`src/source/backend_pkg.sv`:
```
package backend_pkg;

    // Default widths, overridden through the top level parameters
    localparam int DEF_ADDR_W = 8;
    localparam int DEF_DATA_W = 32;

    // Sixteen general-purpose registers
    localparam int GP_IDX_W = 4;

    typedef logic [GP_IDX_W-1:0] gp_idx_t;

    typedef enum logic [3:0] {
        OPC_NOP  = 4'h0,
        OPC_ALU  = 4'h1,
        OPC_LD   = 4'h2,
        OPC_ST   = 4'h3,
        OPC_LDST = 4'h4
    } opc_t;

    // Any opcode that uses a memory port
    function automatic logic is_mem_op(opc_t opc);
        return (opc == OPC_LD) || (opc == OPC_ST) || (opc == OPC_LDST);
    endfunction

    // Opcodes that take their writeback value from memory
    function automatic logic reads_mem(opc_t opc);
        return (opc == OPC_LD) || (opc == OPC_LDST);
    endfunction

    // Opcodes that store result into memory
    function automatic logic writes_mem(opc_t opc);
        return (opc == OPC_ST) || (opc == OPC_LDST);
    endfunction

endpackage

```
`src/source/gp_regfile.sv`:
```
`timescale 1ns/10ps

module gp_regfile #(
    parameter int DATA_W = 32
) (
    input  logic                 iw_clk,
    input  logic                 iw_rst,
    input  logic                 wb_we,
    input  backend_pkg::gp_idx_t wb_idx,
    input  logic [DATA_W-1:0]    wb_data,
    input  backend_pkg::gp_idx_t rd_idx,
    output logic [DATA_W-1:0]    rd_data
);

    localparam int NUM_REGS = 2 ** backend_pkg::GP_IDX_W;

    logic [DATA_W-1:0] r_gp [NUM_REGS];

    always_ff @(posedge iw_clk or posedge iw_rst) begin
        if (iw_rst) begin
            for (int i = 0; i < NUM_REGS; i++) begin
                r_gp[i] <= '0;
            end
        end else if (wb_we) begin
            r_gp[wb_idx] <= wb_data;
        end
    end

    // Operand read for the execute stage, no bypass from the write port
    assign rd_data = r_gp[rd_idx];

endmodule

```
`config.mk`:
```
export PLATFORM = sky130hd
export DESIGN_NAME = gp_regfile
export DESIGN_NICKNAME = d
export VERILOG_FILES = /design/src/source/backend_pkg.sv /design/src/source/gp_regfile.sv
export SDC_FILE = /design/constraint.sdc
export NUM_CORES = 1
export LEC_CHECK = 0
export ABC_AREA = 1
export BUFFER_PORTS_ARGS = -buffer_cell sky130_fd_sc_hd__buf_4
export CORE_MARGIN = 1.5
export CORE_UTILIZATION = 60
export DETAILED_ROUTE_END_ITERATION = 10
export HOLD_SLACK_MARGIN = 0.08
export PLACE_DENSITY = 0.77
export SYNTH_ARGS = -nofsm -noshare
export SYNTH_HDL_FRONTEND = slang
export SYNTH_SLANG_ARGS = --single-unit
```
`constraint.sdc`:
```
create_clock -name iw_clk -period 20.9 [get_ports iw_clk]
set_input_delay 2.09 -clock iw_clk [delete_from_list [all_inputs] [get_ports iw_clk]]
set_output_delay 2.09 -clock iw_clk [all_outputs]
set_load 0.1 [all_outputs]
```
==> out/summary.txt <==
Fmax: 133.0 MHz
Unique masters post-synth: 19
YS warnings: 0
Placeable Area: 40,100 um^2
Flops & latches, synth: 512
Initial antenna violation count: 2
Root Driver: clkbuf_16
Fillcell total: 3,323
Final Hold Fails: 0
Chip Width: 205.4 um
Antenna Violating Nets Remaining: 0
Num CTS Buffers: 53
Syn_area_per_cell: 7.467 um^2
Final TNS setup: 0 ns
Total grt overflow: 0
Final #Nets: 3,251
MaxCap Viol Count: 0
Vias: 21,430
Critical Path AT: 5.43 ns
Unrepaired setup endpoints after global routing: false
Register area share after synthesis: 52.15%
Setup crit end kind: primary output
Worst skew pair latency: 0.58 ns
Design area: 26,820 um^2
DP Area: 25,060 um^2
H-tree Lvls: 2
Clock tree from TritonCTS: yes
XOR/XNOR Fraction of Synth Area: 0%
Worst Hold Class: register to register
Wire per inst: 17.88 um
Worst-case clock buffer depth: 3
Vias in the first global route: 20,580
Synth Area in Simple Gates: 26.66%
Static leakage: 0.01384 uW
Register bank with the most flops: r_gp
Worst setup path category: input pin to primary output
Global Route Usage Sum: 32.86%
Slew Limit Fails: 0
Status: complete, no violations
Layout cells sized above 1: 6.433%
Final Power: 2804 uW
GP Congestion: 0.8196
Synth Cell Area: 24,570 um^2
# setup viols final: 0
Initial DRC count: 2,451
Io pins: 75
Final HPWL from detailed placement: 35.86 mm
Post-synthesis compound-gate area fraction: 10.43%
DRC: 0
Tmin final: 7.519 ns
Pre-antenna DRT Iters: 6
Final Skew: 0 ns
Clock sinks: 512
Max reg flops: 512
Tcrit/Tclk final: 35.97%
DIE AREA: 42,170 um^2
Synth Instances: 3,290
Max_slew headroom: 20.21%
Critical path required time: 18.81 ns
Worst setup SP type: input pin
Synth-to-Final Area Change: 9.182%
CTS hold repair buffers: 0
Hold Slack: 0.4836 ns
Port bufs: 74
Die extent in y: 205.4 um
Post-CTS Setup Inserts: 0
Clock-pin slew on the worst setup and hold paths: 0.06 ns
Syn Nets: 3,333
Regs by FF count: r_gp: 512 flops
First-pass GRT wire length: 108.8 mm
Largest family of logic cells by synthesized area: simple AND/OR/NAND/NOR gates
Starting Density: 61.27%
Largest net degree at the start of global routing: 185
Post-CTS resize count: 0
Vias per cell: 5.677
Total Wirelength: 67.48 mm
Worst Tran Pin Value: 1.197 ns
Power Density: 104.5 nW/um^2
Peak supply drop: 0.04495 mV
CP Max Fanout: 151
Std-Cell Rows: 73
Post-Synth Adder-Cell Area: 0%
Mux cell area share after synthesis: 0%
==> per-layer routing <==
metal  global-route usage [%]  wire [um]  vias to the layer above  share of wire [%]
li1                         -          -                    10030                  -
met1                    43.08      27420                    10230                 41
met2                    54.80      31670                      981                 47
met3                    5.464       5949                      187                8.8
met4                    12.72       2430                        2                3.6
met5                        0         10                        -              0.015
==> cells by family (layout without fill, tap and decap cells) <==
kind of cell           count (synthesis)  count (layout)
buffers and inverters                685             644
and+or+nand+nor                     1581            1581
AOI/OAI and AO/OA                    512             512
DFF                                  512             512
other                                  0               1
==> report_power, final <==
part | total, uW | leakage, uW | internal [uW] | switching [uW]
combinational | 545 | 0.00655 | 177 | 368
sequential | 1300 | 0.00641 | 1200 | 97.6
clock | 959 | 0.000875 | 566 | 393
total | 2800 | 0.0138 | 1950 | 859
==> synthesized netlist by cell type <==
cell type	instances	area share (%)
buf_2	50	1.0
clkbuf_1	159	2.4
o21ai_0	497	10
nand3_1	396	8.1
clkbuf_2	4	0.081
nor2_4	1	0.046
nand2_1	1163	18
buf_4	1	0.031
nor2_2	2	0.051
dfrtp_1	512	52
inv_1	447	6.8
nand2_2	5	0.13
buf_1	21	0.32
o21ai_1	15	0.31
nor2_1	3	0.046
nand3_2	7	0.29
nand3_4	1	0.071
nor3_4	3	0.20
inv_2	3	0.046
==> layout make-up <==
class	instances	area, um^2	share of cell area [%]
repair buffers	98	754.5	2.813
multi-input cells	2093	9128	34.03
diodes	1	2.502	0.009329
flip-flops and latches	512	12810	47.77
inverters	450	1707	6.363
clock buffers	73	1514	5.644
clock inverters	23	249.0	0.9283
well taps	525	656.9	2.449
==> layout by cell type, fill, tap and decap left out, drive strengths merged, types with 3 or more instances in the layout <==
master | Yosys | layout
nor2 | 6 | 6
clkinv | 0 | 15
clkbuf | 163 | 74
nand2 | 1168 | 1168
inv | 450 | 451
dfrtp | 512 | 512
buf | 72 | 97
nand3 | 404 | 404
o21ai | 512 | 512
bufinv | 0 | 5
nor3 | 3 | 3
==> critical path: stages <==
cell and delay [ns]:
clkbuf_8 0.32, inv_8 0.82, buf_4 1.06, nand2_1 0.13
nand2_1 0.11, nand2_1 0.05, nand3_1 0.11, nand3_1 0.08
nand2_1 0.17, buf_4 0.32
==> stage by stage <==
stage          utilization [%]  setup slack, ns  instances
6_report                 66.90            13.38       3775
5_1_grt                  66.89            13.16       3774
4_1_cts                  66.89            13.46       3774
3_5_place_dp             62.49            13.47       3678
3_3_place_gp             62.49            13.45       3678
2_1_floorplan                -            4.510       3290
==> final timing paths <==
check / cells after the start / slack (ns) / start / endpoint
min reg2reg: 2 / 0.48 / r_gp[394]$_DFFE_PP0P_ / r_gp[394]$_DFFE_PP0P_
max reg2reg: 2 / 20.14 / r_gp[136]$_DFFE_PP0P_ / r_gp[136]$_DFFE_PP0P_
min: 2 / 0.48 / r_gp[394]$_DFFE_PP0P_ / r_gp[394]$_DFFE_PP0P_
max in group asynchronous: 4 / 16.81 / iw_rst / r_gp[364]$_DFFE_PP0P_
min in group asynchronous: 2 / 1.63 / iw_rst / r_gp[256]$_DFFE_PP0P_
max: 10 / 13.38 / rd_idx[0] / rd_data[9]
No activity file was read; power rests on OpenSTA's default activity.
