**src/source/backend_pkg.sv**
```systemverilog
package backend_pkg;

    // Default widths, overridden through the top level parameters
    localparam int DEF_ADDR_W = 8;
    localparam int DEF_DATA_W = 32;

    // Sixteen general-purpose registers
    localparam int GP_IDX_W = 4;

    typedef logic [GP_IDX_W-1:0] gp_idx_t;

    typedef enum logic [3:0] {
        OPC_NOP  = 4'h0,
        OPC_ALU  = 4'h1,
        OPC_LD   = 4'h2,
        OPC_ST   = 4'h3,
        OPC_LDST = 4'h4
    } opc_t;

    // Any opcode that uses a memory port
    function automatic logic is_mem_op(opc_t opc);
        return (opc == OPC_LD) || (opc == OPC_ST) || (opc == OPC_LDST);
    endfunction

    // Opcodes that take their writeback value from memory
    function automatic logic reads_mem(opc_t opc);
        return (opc == OPC_LD) || (opc == OPC_LDST);
    endfunction

    // Opcodes that store result into memory
    function automatic logic writes_mem(opc_t opc);
        return (opc == OPC_ST) || (opc == OPC_LDST);
    endfunction

endpackage

```
**src/source/stage_if.sv**
```systemverilog
`timescale 1ns/10ps

// Registered instruction bundle passed from MA to MO
interface stage_if #(
    parameter int ADDR_W = 8,
    parameter int DATA_W = 32
);

    logic [ADDR_W-1:0]       pc;
    backend_pkg::opc_t       opc;
    backend_pkg::gp_idx_t    tgt_gp;
    logic                    tgt_gp_we;
    logic [DATA_W-1:0]       result;
    logic                    trap_pending;

    modport ma (
        output pc,
        output opc,
        output tgt_gp,
        output tgt_gp_we,
        output result,
        output trap_pending
    );

    modport mo (
        input pc,
        input opc,
        input tgt_gp,
        input tgt_gp_we,
        input result,
        input trap_pending
    );

endinterface

```
**src/source/dmem_if.sv**
```systemverilog
`timescale 1ns/10ps

// Shared connection of MA, MO and the dual-port data memory
interface dmem_if #(
    parameter int ADDR_W = 8,
    parameter int DATA_W = 32
);

    // Port used by MO this cycle, MA loads the other one
    logic                 mem_mp;
    logic [ADDR_W-1:0]    addr;
    logic [DATA_W-1:0]    wdata;
    logic                 we;
    logic [DATA_W-1:0]    rdata;

    modport ma (
        output mem_mp,
        output addr
    );

    modport mo (
        input  mem_mp,
        input  rdata,
        output wdata,
        output we
    );

    modport mem (
        input  mem_mp,
        input  addr,
        input  wdata,
        input  we,
        output rdata
    );

endinterface

```
**src/source/ma_stage.sv**
```systemverilog
`timescale 1ns/10ps

module ma_stage #(
    parameter int ADDR_W = 8,
    parameter int DATA_W = 32
) (
    input  logic                 iw_clk,
    input  logic                 iw_rst,
    input  logic                 stall,
    input  logic [ADDR_W-1:0]    pc,
    input  backend_pkg::opc_t    opc,
    input  backend_pkg::gp_idx_t tgt_gp,
    input  logic                 tgt_gp_we,
    input  logic [ADDR_W-1:0]    addr,
    input  logic [DATA_W-1:0]    result,
    input  logic                 trap_pending,
    stage_if.ma                  stg,
    dmem_if.ma                   dmem
);

    logic [ADDR_W-1:0]    r_pc;
    backend_pkg::opc_t    r_opc;
    backend_pkg::gp_idx_t r_tgt_gp;
    logic                 r_tgt_gp_we;
    logic [DATA_W-1:0]    r_result;
    logic                 r_trap_pending;
    logic                 r_mem_mp;
    logic                 r_prev_stall;
    logic                 w_flip_mp;

    // A held memory operation flips the port only on its first cycle
    assign w_flip_mp = backend_pkg::is_mem_op(opc) && (!stall || !r_prev_stall);

    always_ff @(posedge iw_clk or posedge iw_rst) begin
        if (iw_rst) begin
            r_pc           <= '0;
            r_opc          <= backend_pkg::OPC_NOP;
            r_tgt_gp       <= '0;
            r_tgt_gp_we    <= 1'b0;
            r_result       <= '0;
            r_trap_pending <= 1'b0;
            r_prev_stall   <= 1'b0;
        end else begin
            r_pc           <= pc;
            r_opc          <= opc;
            r_tgt_gp       <= tgt_gp;
            r_tgt_gp_we    <= tgt_gp_we;
            r_result       <= result;
            r_trap_pending <= trap_pending;
            r_prev_stall   <= stall;
        end
    end

    // Starts at 0 so the first address goes into port 1
    always_ff @(posedge iw_clk or posedge iw_rst) begin
        if (iw_rst) begin
            r_mem_mp <= 1'b0;
        end else if (w_flip_mp) begin
            r_mem_mp <= ~r_mem_mp;
        end
    end

    assign stg.pc           = r_pc;
    assign stg.opc          = r_opc;
    assign stg.tgt_gp       = r_tgt_gp;
    assign stg.tgt_gp_we    = r_tgt_gp_we;
    assign stg.result       = r_result;
    assign stg.trap_pending = r_trap_pending;

    // The memory captures addr itself into the port MO is not using
    assign dmem.mem_mp = r_mem_mp;
    assign dmem.addr   = addr;

endmodule

```
**src/flat_wrapper.sv**
```systemverilog
// flat-port wrapper written by rule: the top's interface ports become plain ports
module ma_stage_flat 
#(
    parameter int ADDR_W = 8,
    parameter int DATA_W = 32
)
  (iw_clk, iw_rst, stall, pc, opc, tgt_gp, tgt_gp_we, addr, result, trap_pending, stg_pc, stg_opc, stg_tgt_gp, stg_tgt_gp_we, stg_result, stg_trap_pending, dmem_mem_mp, dmem_addr);
  stage_if #(.ADDR_W(ADDR_W), .DATA_W(DATA_W)) stg_i ();
  dmem_if #(.ADDR_W(ADDR_W), .DATA_W(DATA_W)) dmem_i ();
  input  logic iw_clk;
  input  logic iw_rst;
  input  logic stall;
  input  logic [ADDR_W-1:0] pc;
  input  backend_pkg::opc_t opc;
  input  backend_pkg::gp_idx_t tgt_gp;
  input  logic tgt_gp_we;
  input  logic [ADDR_W-1:0] addr;
  input  logic [DATA_W-1:0] result;
  input  logic trap_pending;
  output wire logic [$bits(stg_i.pc)-1:0] stg_pc;
  output wire logic [$bits(stg_i.opc)-1:0] stg_opc;
  output wire logic [$bits(stg_i.tgt_gp)-1:0] stg_tgt_gp;
  output wire logic [$bits(stg_i.tgt_gp_we)-1:0] stg_tgt_gp_we;
  output wire logic [$bits(stg_i.result)-1:0] stg_result;
  output wire logic [$bits(stg_i.trap_pending)-1:0] stg_trap_pending;
  output wire logic [$bits(dmem_i.mem_mp)-1:0] dmem_mem_mp;
  output wire logic [$bits(dmem_i.addr)-1:0] dmem_addr;
  assign stg_pc = stg_i.pc;
  assign stg_opc = stg_i.opc;
  assign stg_tgt_gp = stg_i.tgt_gp;
  assign stg_tgt_gp_we = stg_i.tgt_gp_we;
  assign stg_result = stg_i.result;
  assign stg_trap_pending = stg_i.trap_pending;
  assign dmem_mem_mp = dmem_i.mem_mp;
  assign dmem_addr = dmem_i.addr;
  ma_stage #(.ADDR_W(ADDR_W), .DATA_W(DATA_W)) u_core (.iw_clk(iw_clk), .iw_rst(iw_rst), .stall(stall), .pc(pc), .opc(opc), .tgt_gp(tgt_gp), .tgt_gp_we(tgt_gp_we), .addr(addr), .result(result), .trap_pending(trap_pending), .stg(stg_i), .dmem(dmem_i));
endmodule
```
**config.mk**
```make
export PLATFORM = sky130hd
export DESIGN_NAME = ma_stage_flat
export DESIGN_NICKNAME = d
export VERILOG_FILES = /design/src/source/backend_pkg.sv /design/src/source/stage_if.sv /design/src/source/dmem_if.sv /design/src/source/ma_stage.sv /design/src/flat_wrapper.sv
export SDC_FILE = /design/constraint.sdc
export NUM_CORES = 1
export LEC_CHECK = 0
export ABC_AREA = 1
export ABC_CLOCK_PERIOD_IN_PS = 3110
export BUFFER_PORTS_ARGS = -buffer_cell sky130_fd_sc_hd__buf_2
export CELL_PAD_IN_SITES_DETAIL_PLACEMENT = 1
export CELL_PAD_IN_SITES_GLOBAL_PLACEMENT = 1
export CORE_UTILIZATION = 31
export CTS_BUF_LIST = sky130_fd_sc_hd__clkbuf_8
export CTS_CLUSTER_DIAMETER = 50
export CTS_CLUSTER_SIZE = 28
export DETAILED_ROUTE_END_ITERATION = 10
export PLACE_DENSITY_LB_ADDON = 0.05
export SLEW_MARGIN = 10
export SYNTH_ARGS = -nofsm -noshare
export SYNTH_HDL_FRONTEND = slang
export SYNTH_SLANG_ARGS = --single-unit
export TNS_END_PERCENT = 100
```
**constraint.sdc**
```tcl
create_clock -name iw_clk -period 3.11 [get_ports iw_clk]
set_input_delay 0.622 -clock iw_clk [delete_from_list [all_inputs] [get_ports iw_clk]]
set_output_delay 0.622 -clock iw_clk [all_outputs]
set_load 0.005 [all_outputs]
```
==> impl_metrics.py <==
metrics = {
    "run_status": {
        "outcome": "complete, no violations",
    },
    "final_layout": {
        "utilization_pct": 46.3,
        "syn2layout_area_growth_pct": 43.3,
        "final_common_cell": "buf_2",
        "final_cell_mix": "buf_2, dfrtp_1, clkbuf_8",
        "nFillCells": 486,
        "drive_above_1_share_pct": 63.6,
        "fin_nets": 236,
        "diodes": 0,
    },
    "floorplanning": {
        "io_pins": 120,
        "die_area_um2": 4850,
        "die_y_um": 69.6,
        "rows": 24,
        "core_area_um2": 4380,
        "die_x_um": 69.6,
        "initial_utilization_pct": 32.3,
    },
    "setup_path": {
        "r2r_setup_slack_ns": 2.32,
        "cp-end-kind": "output port",
        "slowest_delay_ns": 0.40,
        "crit_fanout": 3,
        "crit_slowest_cell": "dfrtp_1",
        "cp_top_family": "flip-flops",
        "required_ns": 2.49,
        "cp_cell_sequence": "buf_2",
        "arrival_ns": 0.83,
        "cp_num_buf_inv": 1,
        "path_class": "reg2out",
        "worstSetupStartpointType": "register",
    },
    "power_and_ir_drop": {
        "powerDensity_nw_per_um2": 590,
        "swShare_pct": 21.5,
        "p_int_mw": 0.940,
        "p_seq_share_pct": 60.3,
        "combPwrFrac_pct": 8.0,
        "clkPwrFrac_pct": 31.6,
        "p_leak_nw": 1.10,
        "p_sw_mw": 0.258,
        "max-vdd-ir-drop_mv": 0.275,
    },
    "logic_synthesis": {
        "ys_types": 6,
        "synth_area_um2": 1420,
        "synth_area_leader_cell": "dfrtp_1",
        "synth_nets": 134,
        "yosys_register_bits": 52,
        "yosys_warnings": 0,
        "synthTopCellsByArea": "dfrtp_1, buf_4, inv_1",
        "syn_avg_cell_area_um2": 19.4,
        "synth-seq-area-share_pct": 91.8,
        "yosysTopAreaCellShare_pct": 91.8,
        "syn_inst": 73,
    },
    "sta": {
        "fin_crit_sh_pct": 46.8,
        "max_slew_margin_pct": 30.9,
        "worst_slew_pin_slew_ns": 1.03,
        "skew_ns": 0.0000396,
        "hold_violations": 0,
        "hold_slack_ns": 0.421,
        "rsz0062_at_grt": "no",
        "setup_viol": 0,
        "timing.setup.tns_ns": 0,
        "finalCriticalPeriod_ns": 1.45,
        "max_freq_ghz": 0.687,
        "drv_slew": 0,
    },
    "placement": {
        "io_buffers": 103,
        "gp_congestion": 0.720,
        "dp_hpwl_um": 2280,
    },
    "clock_network": {
        "clk_path_buf_depth": 2,
        "ctsHoldBuffers": 0,
        "path_clk_slew_ns": 0.09,
        "tritoncts": "done",
        "cts_resized": 0,
        "cts_max_level": 2,
        "cts_made_buffers": 5,
        "clock_latency_ns": 0.29,
        "postCtsSetupBuffers": 0,
        "cts.sinks": 52,
        "clock-root-buffer": "clkbuf_8",
    },
    "routing": {
        "firstDrtPassIters": 3,
        "post_drt_wl_per_cell_um": 13.1,
        "avgViaCountPerCell": 4.11,
        "via_count": 936,
        "ant_nets": 0,
        "drcViolationCount": 0,
        "wl_um": 2980,
        "first_iter_violations": 59,
    },
    "global_route": {
        "grt_pass1_wl_um": 5070,
        "antenna_found_initial": 0,
        "grt_usage_pct": 13.7,
        "grt_max_degree": 53,
        "overflow": 0,
        "grt_pass1_vias": 1029,
    },
    "hold_path": {
        "hp-class": "in2reg",
    },
    "flow_run": {
        "drv_cap": 0,
    },
}
[power by group through the flow]
| stage | logic, mW | clock network, mW | registers (mW) |
|---|---|---|---|
| after floorplan | 0.0255 | 0 | 0.743 |
| after global placement | 0.0961 | 0 | 0.736 |
| after detailed placement | 0.0994 | 0 | 0.738 |
| after CTS | 0.0996 | 0.400 | 0.724 |
| after global routing | 0.110 | 0.428 | 0.728 |
| final | 0.0961 | 0.379 | 0.723 |
[final timing paths]
check	startpoint	endpoint	cells after the start
worst max-delay path	u_core.dmem.mem_mp$_DFFE_PP0P_	dmem_mem_mp	1
worst min-delay path	result[0]	u_core.stg.result[0]$_DFF_PP0_	1
worst max register to register	u_core.r_prev_stall$_DFF_PP0_	u_core.dmem.mem_mp$_DFFE_PP0P_	4
worst min register to register	u_core.dmem.mem_mp$_DFFE_PP0P_	u_core.dmem.mem_mp$_DFFE_PP0P_	2
max in group asynchronous	iw_rst	u_core.stg.result[30]$_DFF_PP0_	2
min in group asynchronous	iw_rst	u_core.stg.result[6]$_DFF_PP0_	2
[state kept, by name, summed over array words and instances (netlist names)]
| signal | cells |
|---|---|
| u_core.stg.result | 32 |
| u_core.stg.pc | 8 |
| u_core.stg.opc | 4 |
| u_core.stg.tgt_gp | 4 |
| u_core.dmem.mem_mp | 1 |
| u_core.r_prev_stall | 1 |
| u_core.stg.tgt_gp_we | 1 |
| u_core.stg.trap_pending | 1 |
[cells by family after synthesis]
kind of cell           count (synthesis)  synth area share, %
DFF                                   52                 91.8
AOI/OAI and AO/OA                      1                0.618
buffers and inverters                 13                 5.56
and+or+nand+nor                        7                 2.03
[worst reg2reg max path, cell delays in order (launching register included)]
cell     delay (ns)
dfrtp_1        0.38
a21oi_2        0.14
nand2_1        0.07
nand2_1        0.05
nand2_1        0.04
[area by class of cell]
class / instances / area [um^2] / area share [%]
Tap cell: 52 / 65.1 / 3.20
Clock buffer: 6 / 82.6 / 4.06
Inverter: 5 / 18.8 / 0.924
Timing Repair Buffer: 103 / 515 / 25.4
Clock inverter: 2 / 11.3 / 0.554
Sequential cell: 52 / 1300 / 64.0
Multi-Input combinational cell: 8 / 37.5 / 1.85
[synthesized netlist by cell type]
library cell,instances
inv_1,5
dfrtp_1,52
a21oi_2,1
nand2_1,5
nand3_1,2
buf_4,8
[per-layer routing]
layer	routed length, um	share of wire, %	up-vias	track usage, %
met5	0	0	-	0
met4	59	2.0	0	6.44
met3	266	8.9	10	5.81
met2	1570	53	54	22.3
met1	1090	36	460	15.7
li1	-	-	412	-
[stage by stage]
step	worst slack [ns]	area (um^2)	std cells	power (mW)
final	1.66	2030	228	1.20
after floorplan	1.23	1420	73	0.769
after CTS	1.63	2030	228	1.22
after global routing	1.60	2030	228	1.27
after global placement	1.56	1940	220	0.832
after detailed placement	1.48	1940	220	0.837
(Power assumes the default switching activity.)
