**config.mk**
```make
export PLATFORM = sky130hd
export DESIGN_NAME = mo_stage_flat
export DESIGN_NICKNAME = d
export VERILOG_FILES = /design/src/source/backend_pkg.sv /design/src/source/stage_if.sv /design/src/source/dmem_if.sv /design/src/source/mo_stage.sv /design/src/flat_wrapper.sv
export SDC_FILE = /design/constraint.sdc
export NUM_CORES = 1
export LEC_CHECK = 0
export ABC_AREA = 1
export BUFFER_PORTS_ARGS = -buffer_cell sky130_fd_sc_hd__buf_2
export CAP_MARGIN = 15
export CORE_ASPECT_RATIO = 0.75
export CORE_MARGIN = 10
export CORE_UTILIZATION = 28
export DETAILED_ROUTE_END_ITERATION = 10
export GPL_TIMING_DRIVEN = 0
export PLACE_DENSITY = 0.88
export SLEW_MARGIN = 5
export SYNTH_ARGS = -nofsm -noshare
export SYNTH_HDL_FRONTEND = slang
export SYNTH_SLANG_ARGS = --single-unit
```
**constraint.sdc**
```tcl
create_clock -name iw_clk -period 0.9 [get_ports iw_clk]
set_input_delay 0.18 -clock iw_clk [delete_from_list [all_inputs] [get_ports iw_clk]]
set_output_delay 0.18 -clock iw_clk [all_outputs]
set_load 0.005 [all_outputs]
```
**src/source/backend_pkg.sv**
```systemverilog
package backend_pkg;

    // Default widths, overridden through the top level parameters
    localparam int DEF_ADDR_W = 8;
    localparam int DEF_DATA_W = 32;

    // Sixteen general-purpose registers
    localparam int GP_IDX_W = 4;

    typedef logic [GP_IDX_W-1:0] gp_idx_t;

    typedef enum logic [3:0] {
        OPC_NOP  = 4'h0,
        OPC_ALU  = 4'h1,
        OPC_LD   = 4'h2,
        OPC_ST   = 4'h3,
        OPC_LDST = 4'h4
    } opc_t;

    // Any opcode that uses a memory port
    function automatic logic is_mem_op(opc_t opc);
        return (opc == OPC_LD) || (opc == OPC_ST) || (opc == OPC_LDST);
    endfunction

    // Opcodes that take their writeback value from memory
    function automatic logic reads_mem(opc_t opc);
        return (opc == OPC_LD) || (opc == OPC_LDST);
    endfunction

    // Opcodes that store result into memory
    function automatic logic writes_mem(opc_t opc);
        return (opc == OPC_ST) || (opc == OPC_LDST);
    endfunction

endpackage

```
**src/source/stage_if.sv**
```systemverilog
`timescale 1ns/10ps

// Registered instruction bundle passed from MA to MO
interface stage_if #(
    parameter int ADDR_W = 8,
    parameter int DATA_W = 32
);

    logic [ADDR_W-1:0]       pc;
    backend_pkg::opc_t       opc;
    backend_pkg::gp_idx_t    tgt_gp;
    logic                    tgt_gp_we;
    logic [DATA_W-1:0]       result;
    logic                    trap_pending;

    modport ma (
        output pc,
        output opc,
        output tgt_gp,
        output tgt_gp_we,
        output result,
        output trap_pending
    );

    modport mo (
        input pc,
        input opc,
        input tgt_gp,
        input tgt_gp_we,
        input result,
        input trap_pending
    );

endinterface

```
**src/source/dmem_if.sv**
```systemverilog
`timescale 1ns/10ps

// Shared connection of MA, MO and the dual-port data memory
interface dmem_if #(
    parameter int ADDR_W = 8,
    parameter int DATA_W = 32
);

    // Port used by MO this cycle, MA loads the other one
    logic                 mem_mp;
    logic [ADDR_W-1:0]    addr;
    logic [DATA_W-1:0]    wdata;
    logic                 we;
    logic [DATA_W-1:0]    rdata;

    modport ma (
        output mem_mp,
        output addr
    );

    modport mo (
        input  mem_mp,
        input  rdata,
        output wdata,
        output we
    );

    modport mem (
        input  mem_mp,
        input  addr,
        input  wdata,
        input  we,
        output rdata
    );

endinterface

```
**src/source/mo_stage.sv**
```systemverilog
`timescale 1ns/10ps

module mo_stage #(
    parameter int ADDR_W = 8,
    parameter int DATA_W = 32
) (
    input  logic                 iw_clk,
    input  logic                 iw_rst,
    stage_if.mo                  stg,
    dmem_if.mo                   dmem,
    output logic                 wb_we,
    output backend_pkg::gp_idx_t wb_idx,
    output logic [DATA_W-1:0]    wb_data,
    output logic                 retire_valid,
    output logic [ADDR_W-1:0]    retire_pc,
    output backend_pkg::opc_t    retire_opc
);

    logic                 w_store;
    logic                 w_load;
    logic                 r_retire_valid;
    logic [ADDR_W-1:0]    r_retire_pc;
    backend_pkg::opc_t    r_retire_opc;

    assign w_store = backend_pkg::writes_mem(stg.opc);
    assign w_load  = backend_pkg::reads_mem(stg.opc);

    // A pending trap squashes the store but the operation still retires
    assign dmem.we    = w_store && !stg.trap_pending;
    assign dmem.wdata = stg.result;

    // Writeback is committed by the register file at the next edge
    always_comb begin
        wb_idx = stg.tgt_gp;
        wb_we  = stg.tgt_gp_we && !stg.trap_pending;
        if (w_load) begin
            wb_data = dmem.rdata;
        end else begin
            wb_data = stg.result;
        end
    end

    always_ff @(posedge iw_clk or posedge iw_rst) begin
        if (iw_rst) begin
            r_retire_valid <= 1'b0;
            r_retire_pc    <= '0;
            r_retire_opc   <= backend_pkg::OPC_NOP;
        end else begin
            r_retire_valid <= (stg.opc != backend_pkg::OPC_NOP);
            r_retire_pc    <= stg.pc;
            r_retire_opc   <= stg.opc;
        end
    end

    assign retire_valid = r_retire_valid;
    assign retire_pc    = r_retire_pc;
    assign retire_opc   = r_retire_opc;

endmodule

```
**src/flat_wrapper.sv**
```systemverilog
// flat-port wrapper written by rule: the top's interface ports become plain ports
module mo_stage_flat 
#(
    parameter int ADDR_W = 8,
    parameter int DATA_W = 32
)
  (iw_clk, iw_rst, wb_we, wb_idx, wb_data, retire_valid, retire_pc, retire_opc, stg_pc, stg_opc, stg_tgt_gp, stg_tgt_gp_we, stg_result, stg_trap_pending, dmem_mem_mp, dmem_rdata, dmem_wdata, dmem_we);
  stage_if #(.ADDR_W(ADDR_W), .DATA_W(DATA_W)) stg_i ();
  dmem_if #(.ADDR_W(ADDR_W), .DATA_W(DATA_W)) dmem_i ();
  input  logic iw_clk;
  input  logic iw_rst;
  output logic wb_we;
  output backend_pkg::gp_idx_t wb_idx;
  output logic [DATA_W-1:0] wb_data;
  output logic retire_valid;
  output logic [ADDR_W-1:0] retire_pc;
  output backend_pkg::opc_t retire_opc;
  input wire logic [$bits(stg_i.pc)-1:0] stg_pc;
  input wire logic [$bits(stg_i.opc)-1:0] stg_opc;
  input wire logic [$bits(stg_i.tgt_gp)-1:0] stg_tgt_gp;
  input wire logic [$bits(stg_i.tgt_gp_we)-1:0] stg_tgt_gp_we;
  input wire logic [$bits(stg_i.result)-1:0] stg_result;
  input wire logic [$bits(stg_i.trap_pending)-1:0] stg_trap_pending;
  input wire logic [$bits(dmem_i.mem_mp)-1:0] dmem_mem_mp;
  input wire logic [$bits(dmem_i.rdata)-1:0] dmem_rdata;
  output wire logic [$bits(dmem_i.wdata)-1:0] dmem_wdata;
  output wire logic [$bits(dmem_i.we)-1:0] dmem_we;
  assign stg_i.pc = stg_pc;
  assign stg_i.opc = stg_opc;
  assign stg_i.tgt_gp = stg_tgt_gp;
  assign stg_i.tgt_gp_we = stg_tgt_gp_we;
  assign stg_i.result = stg_result;
  assign stg_i.trap_pending = stg_trap_pending;
  assign dmem_i.mem_mp = dmem_mem_mp;
  assign dmem_i.rdata = dmem_rdata;
  assign dmem_wdata = dmem_i.wdata;
  assign dmem_we = dmem_i.we;
  mo_stage #(.ADDR_W(ADDR_W), .DATA_W(DATA_W)) u_core (.iw_clk(iw_clk), .iw_rst(iw_rst), .stg(stg_i), .dmem(dmem_i), .wb_we(wb_we), .wb_idx(wb_idx), .wb_data(wb_data), .retire_valid(retire_valid), .retire_pc(retire_pc), .retire_opc(retire_opc));
endmodule
```
==> results of run 1 <==
state kept, by name, indices dropped and copies added, names as in the netlist:
name,cells
u_core.retire_opc,4
u_core.retire_pc,8
u_core.retire_valid,1
placed cells by master, fill, tap and decap left out, drive strengths merged:
cell type / count
dfrtp: 13
inv: 3
dlygate4sd3: 1
clkbuf: 4
clkinvlp: 1
a21oi: 1
nand2: 68
buf: 214
nor2: 5
nand3: 33
logic make-up (layout without fill, tap and decap cells):
| family | after synthesis | in the layout | synth area share |
|---|---|---|---|
| AOI/OAI and AO/OA | 1 | 1 | 0.00712 |
| buffers and inverters | 49 | 223 | 0.298 |
| DFF | 13 | 13 | 0.264 |
| and+or+nand+nor | 106 | 106 | 0.431 |
layer usage:
metal	track usage	up-vias
met5	0	-
met4	0.0232	0
met3	0.0490	2
met2	0.282	105
met1	0.131	749
li1	-	846
how the worst max path moves through the flow:
stage	end	cells after the start	slack, ns
floorplan	wb_data[10]	7	0.00008
global placement	wb_data[27]	9	-0.39
detailed placement	wb_data[6]	9	-0.41
CTS	wb_data[6]	8	-0.33
global route	wb_data[16]	8	-0.39
finish	wb_data[16]	8	-0.30
report_power, final:
| group | internal [mW] | total, mW | switching (mW) | leakage (nW) |
|---|---|---|---|---|
| combinational | 0.560 | 0.992 | 0.432 | 1.32 |
| clock | 0.311 | 0.499 | 0.188 | 0.0228 |
| sequential | 0.614 | 0.621 | 0.00714 | 0.149 |
final cells by class:
type                    instances  area share
plain buffers                  45       0.154
clock buffers                   4      0.0184
inverters                       4      0.0107
multi-input cells             107       0.265
flip-flops and latches         13       0.133
well taps                      55      0.0281
repair buffers                170       0.391
what timing repair did:
action,CTS,global route
pin swaps,3,6
gates resized for setup,27,27
hold buffers,1,0
gates cloned,1,0
setup buffers,6,1
setup endpoints to repair,42,59
hold endpoints to repair,13,0
per-stage QoR:
| stage | setup slack (ns) | TNS [ns] | cell area, sq um | power (mW) |
|---|---|---|---|---|
| 3_5_place_dp | -0.412 | -12.14 | 2140 | 1.51 |
| 2_1_floorplan | 0.0000782 | 0 | 1260 | 1.02 |
| 3_3_place_gp | -0.391 | -11.68 | 2140 | 1.49 |
| 4_1_cts | -0.332 | -9.85 | 2340 | 2.09 |
| 5_1_grt | -0.385 | -11.60 | 2450 | 2.26 |
| 6_report | -0.300 | -9.07 | 2450 | 2.11 |
critical path: stages:
cell and delay, ns:
buf_8 0.11, nor2_4 0.13, nand2_4 0.10, nand2_8 0.13
buf_12 0.14, nand2_2 0.04, nand2_1 0.06, buf_2 0.12
==> flow_summary.json, run 1 <==
{
  "status": "finished with violations",
  "violations": "negative setup slack",
  "drcViolationCount": 0,
  "cts_tree": "yes",
  "num-fill-cells": 378,
  "drive_gt1_frac": 0.784,
  "synth_top_flop_cell": "dfrtp_1",
  "fin_crit_ns": 1.20,
  "async_flop_share": 1.00,
  "post_synth.cell_area_avg_sq_um": 7.29,
  "syn_to_final_growth_pct": 99.0,
  "topRoutingLayerUsed": "met4",
  "rsz0062_at_grt": "yes",
  "max-clock-path-buffers": 2,
  "whs_ns": 0.0439,
  "hpwl_microns": 5080,
  "regArea_sq_um": 325,
  "critPathKind": "in -> out",
  "ys_ff_latch": 13,
  "portBuffers": 162,
  "grt_max_degree": 14,
  "slew_violations": 0,
  "grt_antenna_before_repair": 0,
  "syn_nets": 254,
  "num_rows": 20,
  "wl_met3_microns": 771,
  "die_w_microns": 96.6,
  "initial_utilization": 0.296,
  "peakVddDrop_mv": 0.533,
  "clkTransAtPathRegs_ns": 0.05,
  "worst_slew_pin_slew_ns": 0.269,
  "io_pins": 168,
  "slew-limit-headroom": 0.821,
  "synth_edf_count": 0,
  "globalplace.congestion": 0.856,
  "clock_sinks": 13,
  "worstSetupStartpointType": "primary input",
  "yosysUniqueCellTypes": 15,
  "overflow": 0,
  "dieHeight_microns": 77.4,
  "grt_usage": 0.140,
  "min_path_cells": 1,
  "fin_ws_ns": -0.300,
  "hold_viol": 0,
  "grt_pass1_vias": 1845,
  "synthTopCellsByArea": "dfrtp_1 (26%), buf_4 (22%), nand2_1 (14%)",
  "arrival_ns": 1.02,
  "fin_util": 0.590,
  "startpoint": "stg_opc[0]",
  "fin_cells": 398,
  "yosys.area.top_type": "dfrtp_1",
  "hp-class": "in -> reg",
  "cp_max_fo": 10,
  "diodes": 0,
  "core_area_sq_um": 4150,
  "drv_cap": 0,
  "dpl.cell_count": 386,
  "antenna_left": 0,
  "drt_wl_total_microns": 6050,
  "cts_buffers": 3,
  "finalSetupViolations": 37,
  "required_ns": 0.72,
  "drt-vias-per-instance": 4.28,
  "synth_top_cell_area_share": 0.264,
  "wl_per_cell_microns": 15.2,
  "worstHoldEndpoint": "u_core.retire_pc[5]",
  "synth_area_sq_um": 1230,
  "multiInputGateArea_sq_um": 649,
  "yosys-top-cells-count": "nand2_1 (45), buf_4 (36), nand3_1 (33)",
  "synth_most_common_cell": "nand2_1",
  "met2_length_microns": 3200,
  "cp-end-kind": "output pin",
  "h-tree-depth": 1,
  "cts_root_buf": "clkbuf_8",
  "fmax_ghz": 0.833,
  "die-area_sq_um": 7480,
  "grt_pass1_wl_microns": 8610,
  "final_nets": 429,
  "power.leakage_nw": 1.50,
  "fin_crit_sh": 1.33,
  "drt-pass1-iter-count": 4,
  "yosysSeqAreaShare": 0.264,
  "min-delay-start": "stg_pc[5]",
  "vias": 1702,
  "power_density_nw_per_um2": 862,
  "wl_met1_microns": 2060,
  "synth_warnings": 0,
  "drtIter0Drc": 27,
  "syn_inst": 169
}
Power figures use the tool's default switching activity.
==> run 2, diff against run 1 <==
Settings changed: ABC_AREA 1 to not set, PLACE_DENSITY 0.88 to 0.89.
==> run 2 against run 1 <==
  * The run still ends with negative setup slack left
  * Critical path type unchanged
  * Critical endpoint is now wb_data[27]
  * Synthesized cell count decreased by 44%
  * Sequential power is essentially flat
  * Power is 4.0% higher
==> flow_summary.json, run 2 <==
{
  "worstHoldEndpoint": "u_core.retire_pc[2]",
  "clock_sinks": 13,
  "max-clock-path-buffers": 2,
  "drv_cap": 0,
  "grt_pass1_vias": 1466,
  "wl_per_cell_microns": 16.8,
  "rsz0062_at_grt": "yes",
  "core_area_sq_um": 4080,
  "cp_common_cell": "buf_6",
  "synth_most_common_cell": "buf_4",
  "synth_edf_count": 0,
  "worstSetupStartpointType": "primary input",
  "drive_gt1_frac": 0.921,
  "min_path_cells": 1,
  "power.leakage_nw": 1.44,
  "power_density_nw_per_um2": 910,
  "largest_reg_flops": 8,
  "cts_root_buf": "clkbuf_8",
  "yosys-top-cells-count": "buf_4 (36), mux2_4 (30), dfrtp_1 (13)",
  "ys_ff_latch": 13,
  "fmax_ghz": 0.615,
  "final_nets": 351,
  "dpl.cell_count": 311,
  "status": "finished with violations",
  "fin_crit_ns": 1.63,
  "arrival_ns": 1.45,
  "overflow": 0,
  "slew-limit-headroom": 0.819,
  "die_w_microns": 95.5,
  "dieHeight_microns": 76.6,
  "num-fill-cells": 351,
  "hpwl_microns": 4620,
  "critPathKind": "in -> out",
  "yosys.area.top_type": "mux2_4",
  "mostFrequentLayoutCell": "buf_2",
  "drtIter0Drc": 8,
  "synthTopCellsByArea": "mux2_4 (38%), dfrtp_1 (27%), buf_4 (23%)",
  "yosysSeqAreaShare": 0.272,
  "grt_pass1_wl_microns": 7370,
  "fin_crit_sh": 1.81,
  "hold_viol": 0,
  "grt_max_degree": 14,
  "max_stage_delay_ns": 0.32,
  "violations": "negative setup slack",
  "drcViolationCount": 0,
  "die-area_sq_um": 7320,
  "syn_inst": 94,
  "postLayoutCellArea_sq_um": 2420,
  "hp-class": "in -> reg",
  "cp-end-kind": "output pin",
  "diodes": 0,
  "portBuffers": 162,
  "slowest_stage": "or3_1",
  "placed_cell_area_sq_um": 2080,
  "clkTransAtPathRegs_ns": 0.05,
  "required_ns": 0.72,
  "h-tree-depth": 1,
  "cp_max_fo": 10,
  "post_synth.cell_area_avg_sq_um": 12.7,
  "drt-pass1-iter-count": 4,
  "synth_area_sq_um": 1200,
  "multiInputGateArea_sq_um": 537,
  "finalSetupViolations": 40,
  "initial_utilization": 0.294,
  "path_cells": "buf_8, xnor2_1, or3_1, buf_6, buf_12, mux2_4, buf_6",
  "fin_cells": 320,
  "yosysUniqueCellTypes": 15,
  "min-delay-start": "stg_pc[2]",
  "antenna_left": 0,
  "syn_to_final_growth_pct": 102,
  "synth_top_cell_area_share": 0.376,
  "cts_buffers": 3,
  "final_cell_mix": "buf_2 (128), buf_4 (39), buf_6 (33)",
  "synth_top_flop_cell": "dfrtp_1",
  "num_rows": 20,
  "drt_wl_total_microns": 5360,
  "grt_antenna_before_repair": 0,
  "cts_tree": "yes",
  "worst_slew_pin_slew_ns": 0.271,
  "synth_warnings": 0,
  "async_flop_share": 1.00,
  "io_pins": 168,
  "vias": 1325,
  "fin_ws_ns": -0.726,
  "regArea_sq_um": 325,
  "slew_violations": 0,
  "syn_nets": 179,
  "grt_usage": 0.125,
  "peakVddDrop_mv": 0.846,
  "globalplace.congestion": 0.835,
  "drt-vias-per-instance": 4.14
}
## run 2: cells by family after synthesis
logic type / synth area share
simple gates: 0.0334
xor+xnor: 0.00732
compound gates: 0.00418
mux: 0.395
buf+inv: 0.288
flops: 0.272
## run 2: cell type report
cell class / count / area share
clock buffers: 4 / 0.0186
inverters: 1 / 0.00311
multi-input cells: 40 / 0.222
flip-flops and latches: 13 / 0.135
plain buffers: 40 / 0.141
repair buffers: 167 / 0.452
well taps: 55 / 0.0285
## run 2: what timing repair did
item / 4_1_cts / 5_1_grt
pin swaps: 0 / 0
gates resized for setup: 40 / 2
endpoints found under the hold margin: 13 / 0
hold buffers: 1 / 0
cloned: 1 / 0
endpoints found under the setup margin: 41 / 58
setup buffers: 2 / 1
## run 2: worst max-delay path: cells and delay by family
family,cells,cell delay [ns]
xor+xnor,1,0.10
buf+inv,4,0.53
mux,1,0.30
simple gates,1,0.32
## run 2: report_power, final
group | total [mW] | switching [mW] | internal (mW)
Clock | 0.499 | 0.188 | 0.311
Sequential | 0.621 | 0.00765 | 0.614
Combinational | 1.08 | 0.350 | 0.727
Total | 2.20 | 0.546 | 1.65
## run 2: worst max-delay path by stage
stage               startpoint     endpoint  slack, ns  depth (start not counted)
detailed placement  stg_opc[1]  wb_data[26]      -0.76                          7
CTS                 stg_opc[2]  wb_data[26]      -0.74                          7
finish              stg_opc[2]  wb_data[27]      -0.73                          7
global route        stg_opc[2]  wb_data[27]      -0.75                          7
global placement    stg_opc[1]   wb_data[9]      -0.75                          7
floorplan           stg_opc[2]  wb_data[10]      -0.45                          5
## run 2: through the flow
step                setup TNS, ns  hold WS (ns)  power, mW  utilization  worst slack, ns
floorplan                  -14.12        0.0570       1.06            -           -0.452
global placement           -23.45         0.199       1.50        0.510           -0.748
detailed placement         -23.85         0.223       1.52        0.510           -0.764
CTS                        -23.17        0.0444       2.21        0.589           -0.736
global route               -24.14        0.0443       2.31        0.592           -0.753
finish                     -23.01        0.0489       2.20        0.592           -0.726
## run 2: layer usage
layer,up-vias,routed length [microns],track usage
met5,-,0,0
met1,605,1800,0.116
met3,2,702,0.0433
met4,0,27,0.0221
met2,95,2840,0.252
li1,623,-,-
